## config.mk

```make
export PLATFORM = sky130hd
export DESIGN_NAME = computer
export DESIGN_NICKNAME = d
export VERILOG_FILES = /design/src/hw/arch_pkg.sv /design/src/hw/ctrl_pkg.sv /design/src/hw/alu.sv /design/src/hw/control_unit.sv /design/src/hw/cpu.sv /design/src/hw/ram.sv /design/src/hw/computer.sv
export VERILOG_INCLUDE_DIRS = /design/src /design/src/hw
export SDC_FILE = /design/constraint.sdc
export NUM_CORES = 1
export LEC_CHECK = 0
export ABC_AREA = 1
export BUFFER_PORTS_ARGS = -buffer_cell sky130_fd_sc_hd__buf_2
export CAP_MARGIN = 0
export CORE_ASPECT_RATIO = 0.7
export CORE_MARGIN = 2
export CORE_UTILIZATION = 55
export CTS_BUF_LIST = sky130_fd_sc_hd__clkbuf_8
export CTS_CLUSTER_SIZE = 20
export DETAILED_ROUTE_END_ITERATION = 8
export HOLD_SLACK_MARGIN = 0.12
export PLACE_DENSITY = 0.72
export SKIP_LAST_GASP = 1
export SYNTH_ARGS = -nofsm -noshare
export SYNTH_HDL_FRONTEND = slang
export SYNTH_SLANG_ARGS = --single-unit
```

## constraint.sdc

```tcl
create_clock -name clk -period 6 [get_ports clk]
set_clock_uncertainty 0.1 [all_clocks]
set_input_delay 0.6 -clock clk [delete_from_list [all_inputs] [get_ports clk]]
set_output_delay 0.6 -clock clk [all_outputs]
set_load 0.01 [all_outputs]
```

## src/hw/arch_cfg.svh

```systemverilog
`ifndef ARCH_CFG_SVH
`define ARCH_CFG_SVH

// Width of one machine word and of the accumulator data path.
`define ARCH_DATA_WIDTH 8

// Width of a RAM address, also the operand field of an instruction.
`define ARCH_ADDR_WIDTH 4

// Number of words in the RAM.
`define ARCH_RAM_DEPTH 16

`endif

```

## src/hw/arch_pkg.sv

```systemverilog
`include "arch_cfg.svh"

package arch_pkg;

    // One machine word.
    typedef logic [`ARCH_DATA_WIDTH-1:0] data_t;

    // RAM address and program counter value.
    typedef logic [`ARCH_ADDR_WIDTH-1:0] addr_t;

    // Upper nibble of the instruction word; codes 11 to 13 act as NOP.
    typedef enum logic [`ARCH_DATA_WIDTH-`ARCH_ADDR_WIDTH-1:0] {
        NOP  = 4'd0,
        LDA  = 4'd1,
        ADD  = 4'd2,
        SUB  = 4'd3,
        STA  = 4'd4,
        LDI  = 4'd5,
        JMP  = 4'd6,
        JC   = 4'd7,
        JZ   = 4'd8,
        JN   = 4'd9,
        OUTM = 4'd10,
        OUT  = 4'd14,
        HLT  = 4'd15
    } opcode_e;

    // Status flags written by ADD and SUB.
    typedef struct packed {
        logic zero;
        logic carry;
        logic negative;
    } flags_t;

endpackage

```

## src/hw/ctrl_pkg.sv

```systemverilog
package ctrl_pkg;

    // Operation selected for the ALU.
    typedef enum logic [1:0] {
        PASS_B = 2'd0,
        ADD    = 2'd1,
        SUB    = 2'd2
    } alu_op_e;

    // Sequencer states.
    typedef enum logic [1:0] {
        FETCH   = 2'd0,
        EXECUTE = 2'd1,
        HALTED  = 2'd2
    } seq_state_e;

    // One cycle of datapath control.
    typedef struct packed {
        logic    mem_sel_pc;
        logic    load_ir;
        logic    inc_pc;
        logic    load_pc;
        logic    load_a_mem;
        logic    load_a_imm;
        logic    load_a_alu;
        logic    load_b;
        logic    load_flags;
        logic    mem_write;
        alu_op_e alu_op;
        logic    out_load;
        logic    out_from_a;
        logic    out_from_ram;
        logic    halt;
    } ctrl_word_t;

endpackage

```

## src/hw/alu.sv

```systemverilog
`include "arch_cfg.svh"

module alu (
    input  arch_pkg::data_t   a_i,
    input  arch_pkg::data_t   b_i,
    input  ctrl_pkg::alu_op_e op_i,
    output arch_pkg::data_t   result_o,
    output arch_pkg::flags_t  flags_o
);

    // One extra bit holds the carry out or the borrow.
    logic [`ARCH_DATA_WIDTH:0] wide;
    logic                      carry;

    always_comb begin
        wide  = '0;
        carry = 1'b0;
        case (op_i)
            ctrl_pkg::ADD: begin
                wide  = {1'b0, a_i} + {1'b0, b_i};
                carry = wide[`ARCH_DATA_WIDTH];
            end
            ctrl_pkg::SUB: begin
                wide  = {1'b0, a_i} - {1'b0, b_i};
                // Carry means no borrow.
                carry = ~wide[`ARCH_DATA_WIDTH];
            end
            default: begin
                wide  = {1'b0, b_i};
                carry = 1'b0;
            end
        endcase
    end

    assign result_o = wide[`ARCH_DATA_WIDTH-1:0];

    always_comb begin
        flags_o.zero     = (result_o == '0);
        flags_o.carry    = carry;
        flags_o.negative = result_o[`ARCH_DATA_WIDTH-1];
    end

endmodule

```

## src/hw/control_unit.sv

```systemverilog
`include "arch_cfg.svh"

module control_unit (
    input  logic                   clk,
    input  logic                   rst_i,
    input  arch_pkg::data_t        ir_i,
    input  arch_pkg::flags_t       flags_i,
    output ctrl_pkg::ctrl_word_t   ctrl_o
);

    ctrl_pkg::seq_state_e state_q;
    ctrl_pkg::seq_state_e state_d;
    arch_pkg::opcode_e    opcode;

    assign opcode = arch_pkg::opcode_e'(ir_i[`ARCH_DATA_WIDTH-1:`ARCH_ADDR_WIDTH]);

    always_ff @(posedge clk) begin
        if (rst_i) begin
            state_q <= ctrl_pkg::FETCH;
        end else begin
            state_q <= state_d;
        end
    end

    always_comb begin
        state_d = state_q;
        case (state_q)
            ctrl_pkg::FETCH: begin
                state_d = ctrl_pkg::EXECUTE;
            end
            ctrl_pkg::EXECUTE: begin
                if (opcode == arch_pkg::HLT) begin
                    state_d = ctrl_pkg::HALTED;
                end else begin
                    state_d = ctrl_pkg::FETCH;
                end
            end
            // Only reset leaves this state.
            default: begin
                state_d = ctrl_pkg::HALTED;
            end
        endcase
    end

    always_comb begin
        ctrl_o        = '0;
        ctrl_o.alu_op = ctrl_pkg::PASS_B;
        case (state_q)
            ctrl_pkg::FETCH: begin
                ctrl_o.mem_sel_pc = 1'b1;
                ctrl_o.load_ir    = 1'b1;
                ctrl_o.inc_pc     = 1'b1;
            end
            ctrl_pkg::EXECUTE: begin
                case (opcode)
                    arch_pkg::LDA: begin
                        ctrl_o.load_a_mem = 1'b1;
                    end
                    arch_pkg::ADD: begin
                        ctrl_o.alu_op     = ctrl_pkg::ADD;
                        ctrl_o.load_b     = 1'b1;
                        ctrl_o.load_a_alu = 1'b1;
                        ctrl_o.load_flags = 1'b1;
                    end
                    arch_pkg::SUB: begin
                        ctrl_o.alu_op     = ctrl_pkg::SUB;
                        ctrl_o.load_b     = 1'b1;
                        ctrl_o.load_a_alu = 1'b1;
                        ctrl_o.load_flags = 1'b1;
                    end
                    arch_pkg::STA: begin
                        ctrl_o.mem_write = 1'b1;
                    end
                    arch_pkg::LDI: begin
                        ctrl_o.load_a_imm = 1'b1;
                    end
                    arch_pkg::JMP: begin
                        ctrl_o.load_pc = 1'b1;
                    end
                    arch_pkg::JC: begin
                        ctrl_o.load_pc = flags_i.carry;
                    end
                    arch_pkg::JZ: begin
                        ctrl_o.load_pc = flags_i.zero;
                    end
                    arch_pkg::JN: begin
                        ctrl_o.load_pc = flags_i.negative;
                    end
                    arch_pkg::OUT: begin
                        ctrl_o.out_load   = 1'b1;
                        ctrl_o.out_from_a = 1'b1;
                    end
                    arch_pkg::OUTM: begin
                        ctrl_o.out_load     = 1'b1;
                        ctrl_o.out_from_ram = 1'b1;
                    end
                    // NOP, HLT and the unused codes drive nothing here.
                    default: begin
                    end
                endcase
            end
            default: begin
                ctrl_o.halt = 1'b1;
            end
        endcase
    end

endmodule

```

## src/hw/cpu.sv

```systemverilog
`include "arch_cfg.svh"

module cpu (
    input  logic             clk,
    input  logic             rst_i,
    output arch_pkg::addr_t  mem_addr_o,
    input  arch_pkg::data_t  mem_rdata_i,
    output logic             mem_we_o,
    output arch_pkg::data_t  mem_wdata_o,
    output logic             out_load_o,
    output logic             oe_a_o,
    output logic             oe_ram_o,
    output arch_pkg::data_t  a_o,
    output logic             halt_o,
    output arch_pkg::flags_t flags_o,
    output arch_pkg::data_t  debug_b_o,
    output arch_pkg::data_t  debug_ir_o,
    output arch_pkg::addr_t  debug_pc_o
);

    arch_pkg::data_t      a_q;
    arch_pkg::data_t      b_q;
    arch_pkg::data_t      ir_q;
    arch_pkg::addr_t      pc_q;
    arch_pkg::flags_t     flags_q;
    arch_pkg::addr_t      operand;
    arch_pkg::data_t      imm;
    arch_pkg::data_t      alu_result;
    arch_pkg::flags_t     alu_flags;
    ctrl_pkg::ctrl_word_t ctrl;

    assign operand = ir_q[`ARCH_ADDR_WIDTH-1:0];
    assign imm     = {{(`ARCH_DATA_WIDTH-`ARCH_ADDR_WIDTH){1'b0}}, operand};

    control_unit u_control_unit (
        .clk(clk),
        .rst_i(rst_i),
        .ir_i(ir_q),
        .flags_i(flags_q),
        .ctrl_o(ctrl)
    );

    // The operand word is read in the same cycle it is used, so B only mirrors it.
    alu u_alu (
        .a_i(a_q),
        .b_i(mem_rdata_i),
        .op_i(ctrl.alu_op),
        .result_o(alu_result),
        .flags_o(alu_flags)
    );

    assign mem_addr_o  = ctrl.mem_sel_pc ? pc_q : operand;
    assign mem_we_o    = ctrl.mem_write;
    assign mem_wdata_o = a_q;

    always_ff @(posedge clk) begin
        if (rst_i) begin
            a_q     <= '0;
            b_q     <= '0;
            ir_q    <= '0;
            pc_q    <= '0;
            flags_q <= '0;
        end else begin
            if (ctrl.load_ir) begin
                ir_q <= mem_rdata_i;
            end
            if (ctrl.load_pc) begin
                pc_q <= operand;
            end else if (ctrl.inc_pc) begin
                pc_q <= pc_q + 1'b1;
            end
            if (ctrl.load_a_alu) begin
                a_q <= alu_result;
            end else if (ctrl.load_a_mem) begin
                a_q <= mem_rdata_i;
            end else if (ctrl.load_a_imm) begin
                a_q <= imm;
            end
            if (ctrl.load_b) begin
                b_q <= mem_rdata_i;
            end
            if (ctrl.load_flags) begin
                flags_q <= alu_flags;
            end
        end
    end

    assign out_load_o = ctrl.out_load;
    assign oe_a_o     = ctrl.out_from_a;
    assign oe_ram_o   = ctrl.out_from_ram;
    assign a_o        = a_q;
    assign halt_o     = ctrl.halt;

    assign flags_o    = flags_q;
    assign debug_b_o  = b_q;
    assign debug_ir_o = ir_q;
    assign debug_pc_o = pc_q;

endmodule

```

## src/hw/ram.sv

```systemverilog
`include "arch_cfg.svh"

module ram (
    input  logic            clk,
    input  logic            we_i,
    input  arch_pkg::addr_t addr_i,
    input  arch_pkg::data_t wdata_i,
    input  logic            load_we_i,
    input  arch_pkg::addr_t load_addr_i,
    input  arch_pkg::data_t load_data_i,
    output arch_pkg::data_t rdata_o
);

    arch_pkg::data_t mem [`ARCH_RAM_DEPTH];

    // Program loading takes priority over a CPU store.
    always_ff @(posedge clk) begin
        if (load_we_i) begin
            mem[load_addr_i] <= load_data_i;
        end else if (we_i) begin
            mem[addr_i] <= wdata_i;
        end
    end

    assign rdata_o = mem[addr_i];

endmodule

```

## src/hw/computer.sv

```systemverilog
module computer (
    input  logic             clk,
    input  logic             rst_i,
    input  logic             prog_we_i,
    input  arch_pkg::addr_t  prog_addr_i,
    input  arch_pkg::data_t  prog_data_i,
    output arch_pkg::data_t  out_data_o,
    output logic             out_strobe_o,
    output logic             halt_o,
    output arch_pkg::flags_t flags_o,
    output arch_pkg::data_t  debug_b_o,
    output arch_pkg::data_t  debug_ir_o,
    output arch_pkg::addr_t  debug_pc_o
);

    arch_pkg::addr_t cpu_mem_addr;
    arch_pkg::data_t cpu_mem_wdata;
    arch_pkg::data_t ram_rdata;
    logic            cpu_mem_we;
    logic            cpu_out_load;
    logic            cpu_oe_a;
    logic            cpu_oe_ram;
    arch_pkg::data_t cpu_a;
    arch_pkg::data_t out_src;

    cpu u_cpu (
        .clk(clk),
        .rst_i(rst_i),
        .mem_addr_o(cpu_mem_addr),
        .mem_rdata_i(ram_rdata),
        .mem_we_o(cpu_mem_we),
        .mem_wdata_o(cpu_mem_wdata),
        .out_load_o(cpu_out_load),
        .oe_a_o(cpu_oe_a),
        .oe_ram_o(cpu_oe_ram),
        .a_o(cpu_a),
        .halt_o(halt_o),
        .flags_o(flags_o),
        .debug_b_o(debug_b_o),
        .debug_ir_o(debug_ir_o),
        .debug_pc_o(debug_pc_o)
    );

    ram u_ram (
        .clk(clk),
        .we_i(cpu_mem_we),
        .addr_i(cpu_mem_addr),
        .wdata_i(cpu_mem_wdata),
        .load_we_i(prog_we_i),
        .load_addr_i(prog_addr_i),
        .load_data_i(prog_data_i),
        .rdata_o(ram_rdata)
    );

    // A has priority over the RAM word.
    assign out_src = cpu_oe_a   ? cpu_a     :
                     cpu_oe_ram ? ram_rdata :
                     '0;

    always_ff @(posedge clk) begin
        if (rst_i) begin
            out_data_o   <= '0;
            out_strobe_o <= 1'b0;
        end else begin
            out_strobe_o <= cpu_out_load;
            if (cpu_out_load) begin
                out_data_o <= out_src;
            end
        end
    end

endmodule

```

Word level (Yosys, flattened, before mapping)
Memory sizes are Yosys's and may differ from the RTL's.
Index checks and enable logic that the tools add are counted.
{ "totals": {"ram_bits": 128, "regBits": 42, "memories": 1, "out_inout_bits": 33} }
{ "memory_table": {"columns": ["name", "words", "word_bits", "rd", "rd_clocked_by_memory_dff", "wr", "line_no", "rtl"], "rows": [
  ["u_ram.mem", 16, 8, 1, 0, 1, "ram.sv:14", "arch_pkg::data_t mem [`ARCH_RAM_DEPTH];"]
]} }
{ "op_classes": {"n_eq_ne": 15, "n_bitwise": 1, "reduce_logical": 8, "mux": 32, "n_addsub": 3} }
{ "ops": {"columns": ["operator", "n"], "rows": [
  ["8-bit 2-to-1 mux", 6],
  ["4-bit equality test (second input constant)", 5],
  ["4-bit by 3-bit equality test with 1-bit output (second input constant)", 4],
  ["4-bit 2-to-1 mux", 4],
  ["8-bit case mux with 2 select lines", 1],
  ["1-bit 2-to-1 mux", 13],
  ["12-bit 2-to-1 mux", 1],
  ["8-bit by 8-bit adder with 9-bit output", 1],
  ["8-bit by 8-bit subtractor with 9-bit output", 1],
  ["4-bit by 2-bit equality test with 1-bit output (second input constant)", 2],
  ["8-bit logical NOT", 1],
  ["2-bit case mux with 2 select lines", 2],
  ["8-bit OR reduction", 1],
  ["3-bit 2-to-1 mux", 2],
  ["2-bit OR reduction", 3],
  ["4-bit by 1-bit adder with 4-bit output (second input constant)", 1],
  ["2-bit by 1-bit equality test with 1-bit output (second input constant)", 2],
  ["4-bit by 1-bit equality test with 1-bit output (second input constant)", 1],
  ["1-bit case mux with 4 select lines", 1],
  ["3-bit nonzero test", 1],
  ["2-bit equality test (second input constant)", 1],
  ["2-bit logical NOT", 1],
  ["2-bit 2-to-1 mux", 1],
  ["1-bit case mux with 2 select lines", 1],
  ["other kinds (2)", 2]
]} }

Longest topological paths before layout
Gate-level depths: netlist of the first run.
{ "depth": {"depth_word": 9, "ltp_mapped": 31, "depth_no_buf": 29} }

Cells and area by module
A second synthesis of the first run with hierarchy kept.
{ "hier_totals": {"cells_unflattened": 1071, "hier_area_um2": 8896.0} }
{ "modules_own_cells": {"columns": ["module", "n_inst", "seq_area_each_um2", "area_per_inst_um2", "cells_each"], "rows": [
  ["ram", 1, 3843.7, 5781.8, 566],
  ["cpu", 1, 620.6, 1388.8, 197],
  ["alu", 1, 0.0, 1003.5, 189],
  ["computer", 1, 180.2, 467.9, 73],
  ["control_unit", 1, 40.0, 254.0, 46]
]} }

Worst setup path before layout of the first run
OpenSTA, ideal clock, no wires.
{ "synth_timing": {"path_kind": "reg-to-reg", "start": "register u_cpu.u_control_unit.state_q[1]", "end": "register u_cpu.a_q[6] (netlist: u_cpu.a_o[6])", "path_buffers": 1, "t_required_ns": 5.785, "arrival_time_ns": 3.167, "path_stages_with_launch": 27, "setup_ns": 0.115, "slack_ns": 2.619, "cell_sequence": "dfxtp_1 nor2_4 nand2_2 nand2_4 buf_2 nand2_1 nand3_1 nand3_1 nand3_1 nand2_2 inv_2 ha_1 inv_1 fa_1 o31ai_1 inv_1 nor2_1 nor2_1 nor2_1 o21ai_0 nand2_1 o21ai_0 inv_1 nand2_1 nand2_1 nor2_1 o21a_1"} }
{ "synth_between": {"elab_chain_cells": 7} }
{ "synth_rtl": {"columns": ["item", "line_no", "rtl"], "rows": [
  ["from (decl)", "control_unit.sv:11", "ctrl_pkg::seq_state_e state_q;"],
  ["from (signal assigned)", "control_unit.sv:19", "state_q <= ctrl_pkg::FETCH;"],
  ["from (signal assigned)", "control_unit.sv:21", "state_q <= state_d;"],
  ["2-bit logical NOT (*)", "control_unit.sv:48", "case (state_q)"],
  ["3-bit 2-to-1 mux (*)", "control_unit.sv:48", null],
  ["4-bit 2-to-1 mux (*)", "cpu.sv:52", "assign mem_addr_o = ctrl.mem_sel_pc ? pc_q : operand;"],
  ["memory 16 x 8 bit (*)", null, null],
  ["named net ram_rdata[0]", "computer.sv:18", "arch_pkg::data_t ram_rdata;"],
  ["8-bit by 8-bit subtractor with 9-bit output or 8-bit by 8-bit adder with 9-bit output (tied branches)", "alu.sv:24, alu.sv:20", null],
  ["8-bit case mux with 2 select lines (*)", "alu.sv:18", "case (op_i)"],
  ["8-bit 2-to-1 mux (*)", "cpu.sv:72", "if (ctrl.load_a_alu) begin"],
  ["to (signal assigned)", "cpu.sv:73", "a_q <= alu_result;"],
  ["to (signal assigned)", "cpu.sv:75", "a_q <= mem_rdata_i;"],
  ["to (signal assigned)", "cpu.sv:77", "a_q <= imm;"],
  ["to (decl)", "cpu.sv:21", "arch_pkg::data_t a_q;"]
]} }
Mark *: on every way through the listed nets, which the timed path passes. The rest lies on a longest branch.
A chain may end at the register's enable or synchronous reset.

Final worst setup path of the first run
Ends and elaborated chain as after synthesis.

==> results.json, run 1 <==
{
  "finalPower_mw": 2.81,
  "drtIter0Drc": 732,
  "status": "finished, final reports clean",
  "cts_tree": "yes",
  "grt.overflow.total": 0,
  "swShare_pct": 34.5,
  "coreArea_sq_um": 14600,
  "netlist_top_cells_area": "edfxtp_1, dfxtp_1, nand2_1",
  "hold_buffers": 0,
  "yosysMostFrequentCell": "nand2_1",
  "via_per_inst": 5.91,
  "syn_inst": 860,
  "drc": 0,
  "crit_type": "reg2reg",
  "tightest_slew_ns": 1.07,
  "yosysTopAreaCellShare_pct": 47.1,
  "synth_warnings": 0,
  "grtUsageTotal_pct": 27.2,
  "die_area_sq_um": 15800,
  "synth_commonest_cells": "nand2_1, edfxtp_1, nand3_1, nor2_1, inv_1",
  "die_x_microns": 150,
  "synthArstFlopShare_pct": 0,
  "whs_ns": 0.391,
  "die_h_microns": 106,
  "place.gp.congestion": 0.949,
  "design_area_sq_um": 8850,
  "clk_path_buf_depth": 2,
  "worstPathMaxFanout": 58,
  "slew_headroom_pct": 28.7,
  "setup-violations-final": 0,
  "rsz0062_at_grt": "false",
  "cts_buffers": 17,
  "power_frac_comb_pct": 23.1,
  "dr.pass1.iters": 5,
  "crit_top_cell": "nand2_1",
  "synth-edff-count": 128,
  "ctsRootBufferMaster": "clkbuf_8",
  "grt_max_degree": 64,
  "max_freq_mhz": 221,
  "clk_latency_ns": 0.46,
  "p_int_mw": 1.84,
  "dp_cells": 1074,
  "worst_slack_ns": 1.48,
  "syn_nets": 895,
  "ys.flop_type": "edfxtp_1",
  "worst_path_max_delay_cell": "nand2_4",
  "grt_pass1_wl_microns": 32200,
  "clock_sinks": 170,
  "synth_seq_cells": 170,
  "ir_drop_v": 0.000172,
  "clock_power_share_pct": 28.9,
  "hold_violations": 0,
  "slew_viol_final": 0,
  "syn_avg_cell_area_sq_um": 9.48,
  "pwr-share-seq_pct": 47.9,
  "vias": 6532,
  "dp_slack_ns": 1.68,
  "grt_pass1_vias": 5785,
  "dp.final_hpwl_microns": 14200,
  "wl_microns": 20800,
  "n_antenna_cell": 0,
  "drive_gt1_share_pct": 13.4,
  "nets": 933,
  "yosysTopAreaCell": "edfxtp_1",
  "yosysSeqAreaShare_pct": 57.4,
  "ant_nets": 0,
  "dpl_cell_area_sq_um": 8460,
  "max-cap-violations": 0,
  "avgRoutedWirePerCell_microns": 18.8,
  "p_switching_uw": 968,
  "area_delta_synth_final_pct": 8.58,
  "cp_num_buf_inv": 4,
  "post-route-period-util_pct": 75.4,
  "final_core_util_pct": 60.7,
  "antenna_found_initial": 0,
  "synth_cell_types": 44,
  "p_leak_nw": 3.47,
  "netlist_area_sq_um": 8160,
  "cts-htree-levels": 4,
  "hold_class": "reg2reg",
  "io_buffers": 47,
  "fin_crit_ns": 4.52,
  "ctsResizeCount": 0,
  "fin_cells": 1106,
  "clk_pin_slew_ns": 0.10,
  "crit_required_ns": 6.26,
  "critPathMaxStageDelay_ns": 0.54,
  "arrival_ns": 4.78,
  "start_util_pct": 55.9,
  "powerDensity_nw_per_um2": 317,
  "floorplan.rows": 37,
  "path_delay_family": "simple AND/OR/NAND/NOR gates",
  "cts_setup_buffers": 0,
  "fin_setup_tns_ns": 0,
  "worst_setup_path_end_kind": "flip-flop",
  "ios": 48,
  "start_kind": "flip-flop"
}
## cell families (layout without fill, tap and decap cells)
family | after synthesis | count (layout) | share of synthesized area (%)
buffers and inverters | 107 | 158 | 6.00
flip-flops | 170 | 170 | 57.4
XOR/XNOR | 1 | 1 | 0.107
AO/OA/AOI/OAI | 122 | 122 | 8.98
adder cells (fa/ha/maj) | 20 | 20 | 3.25
AND/OR/NAND/NOR | 435 | 435 | 23.5
multiplexers | 5 | 5 | 0.690
## final cells by class
type	count	area [sq um]
Sequential cell	170	4680
Timing Repair Buffer	53	280
Inverter	73	274
Clock buffer	17	234
Tap cell	195	244
Fill cell	1245	5730
Clock inverter	15	156
Multi-Input combinational cell	583	2980
## layer usage
metal	up-vias	global-route usage, %	wire, microns
li1	3037	-	-
met1	3106	44.0	9810
met2	359	35.6	8400
met3	30	6.71	2240
met4	0	8.16	361
met5	-	0	0
## power by group through the flow
stage	Clock, mW	Combinational, mW	Sequential (mW)
after detailed placement	0	0.630	1.37
final	0.812	0.649	1.35
after CTS	0.817	0.634	1.34
after global routing	0.863	0.716	1.35
after global placement	0	0.621	1.37
after floorplan	0	0.462	1.37
## layout by cell type (no fill, tap or decap), types with 2 or more instances in the layout
cell type,count
inv_8,4
o31ai_1,2
inv_6,5
nand2_2,7
buf_2,47
nand4_1,6
clkinv_4,2
edfxtp_1,128
nand3_1,113
o221ai_1,4
ha_1,18
o21ai_4,2
nand2_4,6
o211ai_1,9
nor4_1,2
inv_2,6
o21ai_0,43
mux2_2,5
nor2_1,75
a31oi_1,12
clkinvlp_4,2
fa_1,2
inv_1,66
a221oi_1,2
nand3b_1,2
dfxtp_1,42
nand3_2,5
a21oi_1,33
nor3_1,5
clkbuf_8,17
a21oi_2,2
nor2_4,2
o311ai_0,2
buf_4,6
nand2_1,211
o22ai_1,6
## flip-flops by register name, indices dropped and copies added (netlist names)
signal / count
u_cpu.u_control_unit.state_q: 2
out_strobe_o: 1
u_cpu.debug_b_o: 8
u_cpu.flags_o: 3
u_cpu.a_o: 8
out_data_o: 8
u_ram.mem: 128
u_cpu.debug_pc_o: 4
u_cpu.debug_ir_o: 8
## final timing paths
| check | startpoint | end | slack, ns | cells past startpoint |
|---|---|---|---|---|
| min reg2reg | out_data_o[6] | out_data_o[6] | 0.39 | 2 |
| min | out_data_o[6] | out_data_o[6] | 0.39 | 2 |
| max | u_cpu.u_control_unit.state_q[1] | u_cpu.a_o[6] | 1.48 | 25 |
| max reg2reg | u_cpu.u_control_unit.state_q[1] | u_cpu.a_o[6] | 1.48 | 25 |
## worst min-delay path, cell delays in order, from the launching register on
cell	delay (ns)
dfxtp_1	0.32
nand2_1	0.06
a31oi_1	0.07
Note: power is estimated with default switching activity, not from simulation.
==> inputs of run 2 (changes only) <==
--- a/config.mk
+++ b/config.mk
@@ -16,7 +16,7 @@
 export CTS_CLUSTER_SIZE = 20
 export DETAILED_ROUTE_END_ITERATION = 8
 export HOLD_SLACK_MARGIN = 0.12
-export PLACE_DENSITY = 0.72
+export PLACE_DENSITY = 0.75
 export SKIP_LAST_GASP = 1
 export SYNTH_ARGS = -nofsm -noshare
 export SYNTH_HDL_FRONTEND = slang
==> constraint.sdc (replaced) <==
create_clock -name clk -period 3.65 [get_ports clk]
set_clock_uncertainty 0.1 [all_clocks]
set_input_delay 0.365 -clock clk [delete_from_list [all_inputs] [get_ports clk]]
set_output_delay 0.365 -clock clk [all_outputs]
set_load 0.01 [all_outputs]
==> run 2 against run 1 <==
  * Register-to-register slack worse by 1.4 ns
  * Combinational power is 120% higher
  * Sequential cell count stayed put
  * Sequential power is 64% higher
  * Largest power group unchanged
  * Routed wire length is 11% higher
  * Worst hold slack worse by 0.12 ns
  * Setup slack worse by 1.4 ns
  * Power is 77% higher
  * Critical endpoint unchanged
  * Via count is 7.3% higher
==> results.json, run 2 (synthesis gave the netlist of run 1 again) <==
{
  "seqCellArea_sq_um": 4690,
  "status": "finished, final reports clean",
  "whs_ns": 0.275,
  "cp_num_buf_inv": 6,
  "vias": 7008,
  "power_frac_comb_pct": 29.3,
  "floorplan.rows": 37,
  "wl_met2_microns": 9760,
  "fin_crit_ns": 3.57,
  "wl_met1_microns": 10200,
  "slew_headroom_pct": 19.6,
  "grt_pass1_vias": 6129,
  "ant_nets": 0,
  "die_x_microns": 150,
  "fill_cells": 1126,
  "hold_class": "in2reg",
  "max-cap-violations": 0,
  "area_delta_synth_final_pct": 20.5,
  "clk_pin_slew_ns": 0.11,
  "r2r_slack_ns": 0.08,
  "rsz0062_at_grt": "true",
  "cts_buffers": 17,
  "p_int_mw": 3.20,
  "io_buffers": 47,
  "p_leak_nw": 3.96,
  "pwr-share-seq_pct": 44.4,
  "clock_power_share_pct": 26.2,
  "worst_slack_ns": 0.0799,
  "highest_layer": "met4",
  "via_per_inst": 5.86,
  "path_cells": "inv_4 -> nand2_4 -> buf_12 -> o21ai_4 -> clkinv_4 -> buf_8 -> o211ai_1 -> nand2_1 -> nand2_1 -> nand2_2 -> fa_2 -> o31ai_4 -> inv_1 -> nor2_2 -> nor2_1 -> nor2_1 -> o21ai_1 -> nand2_1 -> o21ai_2 -> inv_1 -> nand2_1 -> nand2_1 -> nor2_1 -> o21a_1",
  "dr.pass1.iters": 8,
  "hold_violations": 0,
  "fin_setup_tns_ns": 0,
  "crit_type": "reg2reg",
  "arrival_ns": 3.84,
  "ir_drop_v": 0.000275,
  "cts-htree-levels": 4,
  "critPathMaxStageDelay_ns": 0.40,
  "top_register": "u_ram.mem",
  "tightest_slew_ns": 1.20,
  "powerDensity_nw_per_um2": 506,
  "swShare_pct": 35.7,
  "grtUsageTotal_pct": 28.6,
  "slew_viol_final": 0,
  "dp.final_hpwl_microns": 15500,
  "post-route-period-util_pct": 97.8,
  "path_delay_family": "simple AND/OR/NAND/NOR gates",
  "hold_buffers": 0,
  "place.gp.congestion": 0.949,
  "final_cell_mix": "nand2_1, edfxtp_1, nand3_1",
  "grt.overflow.total": 0,
  "final_common_cell": "nand2_1",
  "largest_register_ffs": 128,
  "wl_microns": 23000,
  "worst_setup_path_end_kind": "flip-flop",
  "setup-violations-final": 0,
  "wl_met3_microns": 2750,
  "drive_gt1_share_pct": 24.8,
  "drc": 0,
  "start_util_pct": 55.9,
  "antenna_found_initial": 0,
  "avgRoutedWirePerCell_microns": 19.3,
  "crit_required_ns": 3.92,
  "crit_top_cell": "nand2_1",
  "clk_latency_ns": 0.47,
  "multiInputGateArea_sq_um": 3200,
  "p_switching_mw": 1.77,
  "worstPathMaxFanout": 6,
  "drtIter0Drc": 987,
  "grt_pass1_wl_microns": 33600,
  "dp_cells": 1142,
  "nets": 1023,
  "finalPower_mw": 4.97,
  "fin_cells": 1196,
  "die_h_microns": 106,
  "grt_max_degree": 30,
  "start_kind": "flip-flop",
  "cts_tree": "yes",
  "die_area_sq_um": 15800,
  "n_antenna_cell": 0,
  "clk_path_buf_depth": 2,
  "clock_sinks": 170,
  "max_freq_mhz": 280,
  "ctsRootBufferMaster": "clkbuf_8",
  "ios": 48,
  "worst_path_max_delay_cell": "fa_2",
  "coreArea_sq_um": 14600,
  "dp_slack_ns": -0.0324
}
-- run 2: changes by cell type in the layout (fill, tap and decap cells not counted), moves of 6 or more --
cell	previous run	this run
nand3_1	113	105
buf_6	0	11
nand3_2	5	13
o21ai_0	43	35
buf_4	6	74
inv_1	66	60
o21ai_1	1	7
-- run 2: layer usage --
metal	vias to the layer above	track usage [%]
li1	3231	-
met1	3318	45.8
met2	416	38.6
met3	43	6.67
met4	0	8.03
met5	-	0
-- run 2: worst paths after layout --
check	cells past startpoint	start	end
setup reg to reg	24	u_cpu.u_control_unit.state_q[1]	u_cpu.a_o[6]
setup / recovery	24	u_cpu.u_control_unit.state_q[1]	u_cpu.a_o[6]
hold / removal	2	rst_i	u_cpu.debug_pc_o[3]
hold reg to reg	2	out_data_o[4]	out_data_o[4]
-- run 2: metrics by stage --
step / util, % / instance area (sq um)
floorplan: - / 8160
global placement: 61.6 / 8990
detailed placement: 61.6 / 8990
CTS: 64.3 / 9370
global route: 67.4 / 9830
finish: 67.4 / 9830
-- run 2: final cells by class --
cell class                 instances  area share, %
clock buffer                      17           2.38
inverter                          73           2.89
timing repair inverter             1         0.0509
sequential                       170           47.7
timing repair buffer             139           10.4
tap                              195           2.48
multi-input combinational        586           32.6
clock inverter                    15           1.48
-- run 2: power by group through the flow --
stage                     clock (mW)  sequential, mW  combinational (mW)
after floorplan                    0            2.24               0.760
after global placement             0            2.24                1.20
after detailed placement           0            2.24                1.22
after CTS                       1.31            2.20                1.23
after global routing            1.39            2.22                1.58
final                           1.30            2.21                1.46
-- run 2: worst reg2reg max path, delay by kind of cell (launching register included) --
| kind | cells | cell delay [ns] |
|---|---|---|
| compound gates | 6 | 0.94 |
| buf+inv | 6 | 0.68 |
| fa+ha+maj | 1 | 0.40 |
| simple gates | 11 | 0.97 |
| flops | 1 | 0.38 |
-- run 2: timing repair --
action	CTS	global route
gates resized for setup	2	75
setup endpoints to repair	2	6
cloned	0	5
pin swaps	0	25
setup buffers	0	18
==> inputs of run 3 (changes only) <==
--- a/config.mk
+++ b/config.mk
@@ -7,7 +7,7 @@
 export NUM_CORES = 1
 export LEC_CHECK = 0
 export ABC_AREA = 1
-export BUFFER_PORTS_ARGS = -buffer_cell sky130_fd_sc_hd__buf_2
+export BUFFER_PORTS_ARGS = -buffer_cell sky130_fd_sc_hd__buf_4
 export CAP_MARGIN = 0
 export CORE_ASPECT_RATIO = 0.7
 export CORE_MARGIN = 2
==> run 3 against run 2 <==
  * Register-to-register slack about the same
  * Combinational power about the same
  * Clock power down 9%
  * Worst hold slack worse by 0.079 ns
  * Non-clock buffer count up 4
  * Sequential share of layout area down 0.37 points
  * Sequential cell count unchanged
  * Routed wire length down 1.2%
  * First-iteration DRC count down 16%
  * Highest routed layer unchanged
==> results.json, run 3 (synthesis gave the netlist of run 1 again) <==
{
  "place.gp.congestion": 0.963,
  "fin_crit_ns": 3.57,
  "worstPathMaxFanout": 4,
  "worstHoldEndpoint": "out_strobe_o",
  "p_int_mw": 3.17,
  "largest_register_ffs": 128,
  "worst_slack_ns": 0.0849,
  "wl_microns": 22800,
  "rsz0062_at_grt": "true",
  "crit_type": "reg2reg",
  "final_cell_mix": "nand2_1, edfxtp_1, buf_4",
  "grt_max_degree": 30,
  "p_switching_mw": 1.66,
  "drtIter0Drc": 827,
  "crit_cells": 28,
  "r2r_end": "u_cpu.a_o[6]",
  "hold_buffers": 0,
  "r2r-start": "u_cpu.u_control_unit.state_q[1]",
  "ant_nets": 0,
  "final_common_cell": "nand2_1",
  "ios": 48,
  "arrival_ns": 3.82,
  "die_x_microns": 150,
  "wl_met2_microns": 9610,
  "dp.final_hpwl_microns": 16000,
  "worst_path_max_delay_cell": "dfxtp_4",
  "dp_cells": 1148,
  "swShare_pct": 34.4,
  "start_util_pct": 55.9,
  "tightest_slew_ns": 0.796,
  "holdPathStages": 2,
  "antenna_found_initial": 0,
  "clk_latency_ns": 0.46,
  "nets": 1025,
  "io_buffers": 47,
  "via_per_inst": 5.78,
  "max_freq_mhz": 281,
  "r2r_slack_ns": 0.08,
  "hold_class": "in2reg",
  "cp_num_buf_inv": 7,
  "critPathMaxStageDelay_ns": 0.38,
  "n_antenna_cell": 0,
  "cts-htree-levels": 4,
  "status": "finished, final reports clean",
  "grt_pass1_wl_microns": 34300,
  "top_register": "u_ram.mem",
  "grt.overflow.total": 0,
  "grt_pass1_vias": 6321,
  "post-route-period-util_pct": 97.7,
  "crit_required_ns": 3.90,
  "fill_cells": 1117,
  "rr_worst_depth": 28,
  "drc": 0,
  "worst_setup_path_end_kind": "flip-flop",
  "ir_drop_v": 0.000279,
  "coreArea_sq_um": 14600,
  "highest_layer": "met4",
  "power_frac_comb_pct": 29.8,
  "clock_sinks": 170,
  "hold_violations": 0,
  "slew_headroom_pct": 46.7,
  "powerDensity_nw_per_um2": 487,
  "fin_cells": 1198,
  "dp_slack_ns": -0.00758,
  "vias": 6929,
  "grtUsageTotal_pct": 28.9,
  "clk_path_buf_depth": 2,
  "ctsRootBufferMaster": "clkbuf_8",
  "seqCellArea_sq_um": 4690,
  "die_area_sq_um": 15800,
  "dr.pass1.iters": 5,
  "drive_gt1_share_pct": 24.7,
  "min-delay-start": "rst_i",
  "pwr-share-seq_pct": 45.8,
  "wl_met3_microns": 2460,
  "setup-violations-final": 0,
  "cts_tree": "yes",
  "start_kind": "flip-flop",
  "die_h_microns": 106,
  "multiInputGateArea_sq_um": 3190,
  "floorplan.rows": 37,
  "cts_buffers": 17,
  "max-cap-violations": 0,
  "slew_viol_final": 0,
  "p_leak_nw": 3.98,
  "avgRoutedWirePerCell_microns": 19.0,
  "wl_met1_microns": 10300,
  "clk_pin_slew_ns": 0.10,
  "clock_power_share_pct": 24.4,
  "area_delta_synth_final_pct": 21.5,
  "path_delay_family": "simple AND/OR/NAND/NOR gates"
}
==> run 3: per-layer routing <==
layer | vias to the layer above | global-route usage (%)
met4 | 0 | 8.44
met2 | 391 | 39.0
li1 | 3235 | -
met3 | 36 | 7.23
met1 | 3267 | 45.6
met5 | - | 0
==> run 3: stage by stage <==
stage	util, %	setup TNS (ns)	hold WS (ns)	instance area [sq um]	power [mW]
final	67.9	0	0.196	9910	4.83
after global routing	67.9	-0.311	0.196	9910	5.04
after CTS	65.0	0	0.163	9480	4.63
after detailed placement	62.7	-0.00758	0.385	9140	3.49
after global placement	62.7	0	0.385	9140	3.47
after floorplan	-	0	0.396	8160	3.00
==> run 3: worst max path at each step <==
| stage | from | slack, ns | end |
|---|---|---|---|
| after CTS | u_cpu.u_control_unit.state_q[0] | 0.002 | u_cpu.flags_o[2] |
| final | u_cpu.u_control_unit.state_q[1] | 0.08 | u_cpu.a_o[6] |
| after detailed placement | u_cpu.u_control_unit.state_q[1] | -0.008 | u_cpu.a_o[6] |
| after global routing | u_cpu.u_control_unit.state_q[1] | -0.12 | u_cpu.a_o[6] |
| after floorplan | u_cpu.u_control_unit.state_q[1] | 0.27 | u_cpu.a_o[6] |
| after global placement | u_cpu.u_control_unit.state_q[1] | 0.06 | u_cpu.flags_o[2] |
==> run 3: final cells by class <==
class | instances | share of cell area (%)
clock inverters | 15 | 1.02
repair buffers | 143 | 11.8
well taps | 195 | 2.46
inverters | 73 | 2.82
flip-flops and latches | 170 | 47.3
clock buffers | 17 | 2.36
multi-input cells | 585 | 32.2
==> run 3: power by group through the flow <==
stage	combinational [mW]	clock, mW	sequential [mW]
2_1_floorplan	0.760	0	2.24
3_3_place_gp	1.22	0	2.25
3_5_place_dp	1.24	0	2.25
4_1_cts	1.25	1.18	2.20
5_1_grt	1.57	1.25	2.22
6_report	1.44	1.18	2.21
==> run 3: timing repair <==
item                                    4_1_cts  5_1_grt
buffers inserted                              0       16
pin swaps                                     0       27
endpoints found under the setup margin        2        7
gates resized for setup                       2       72
gates cloned                                  0        2
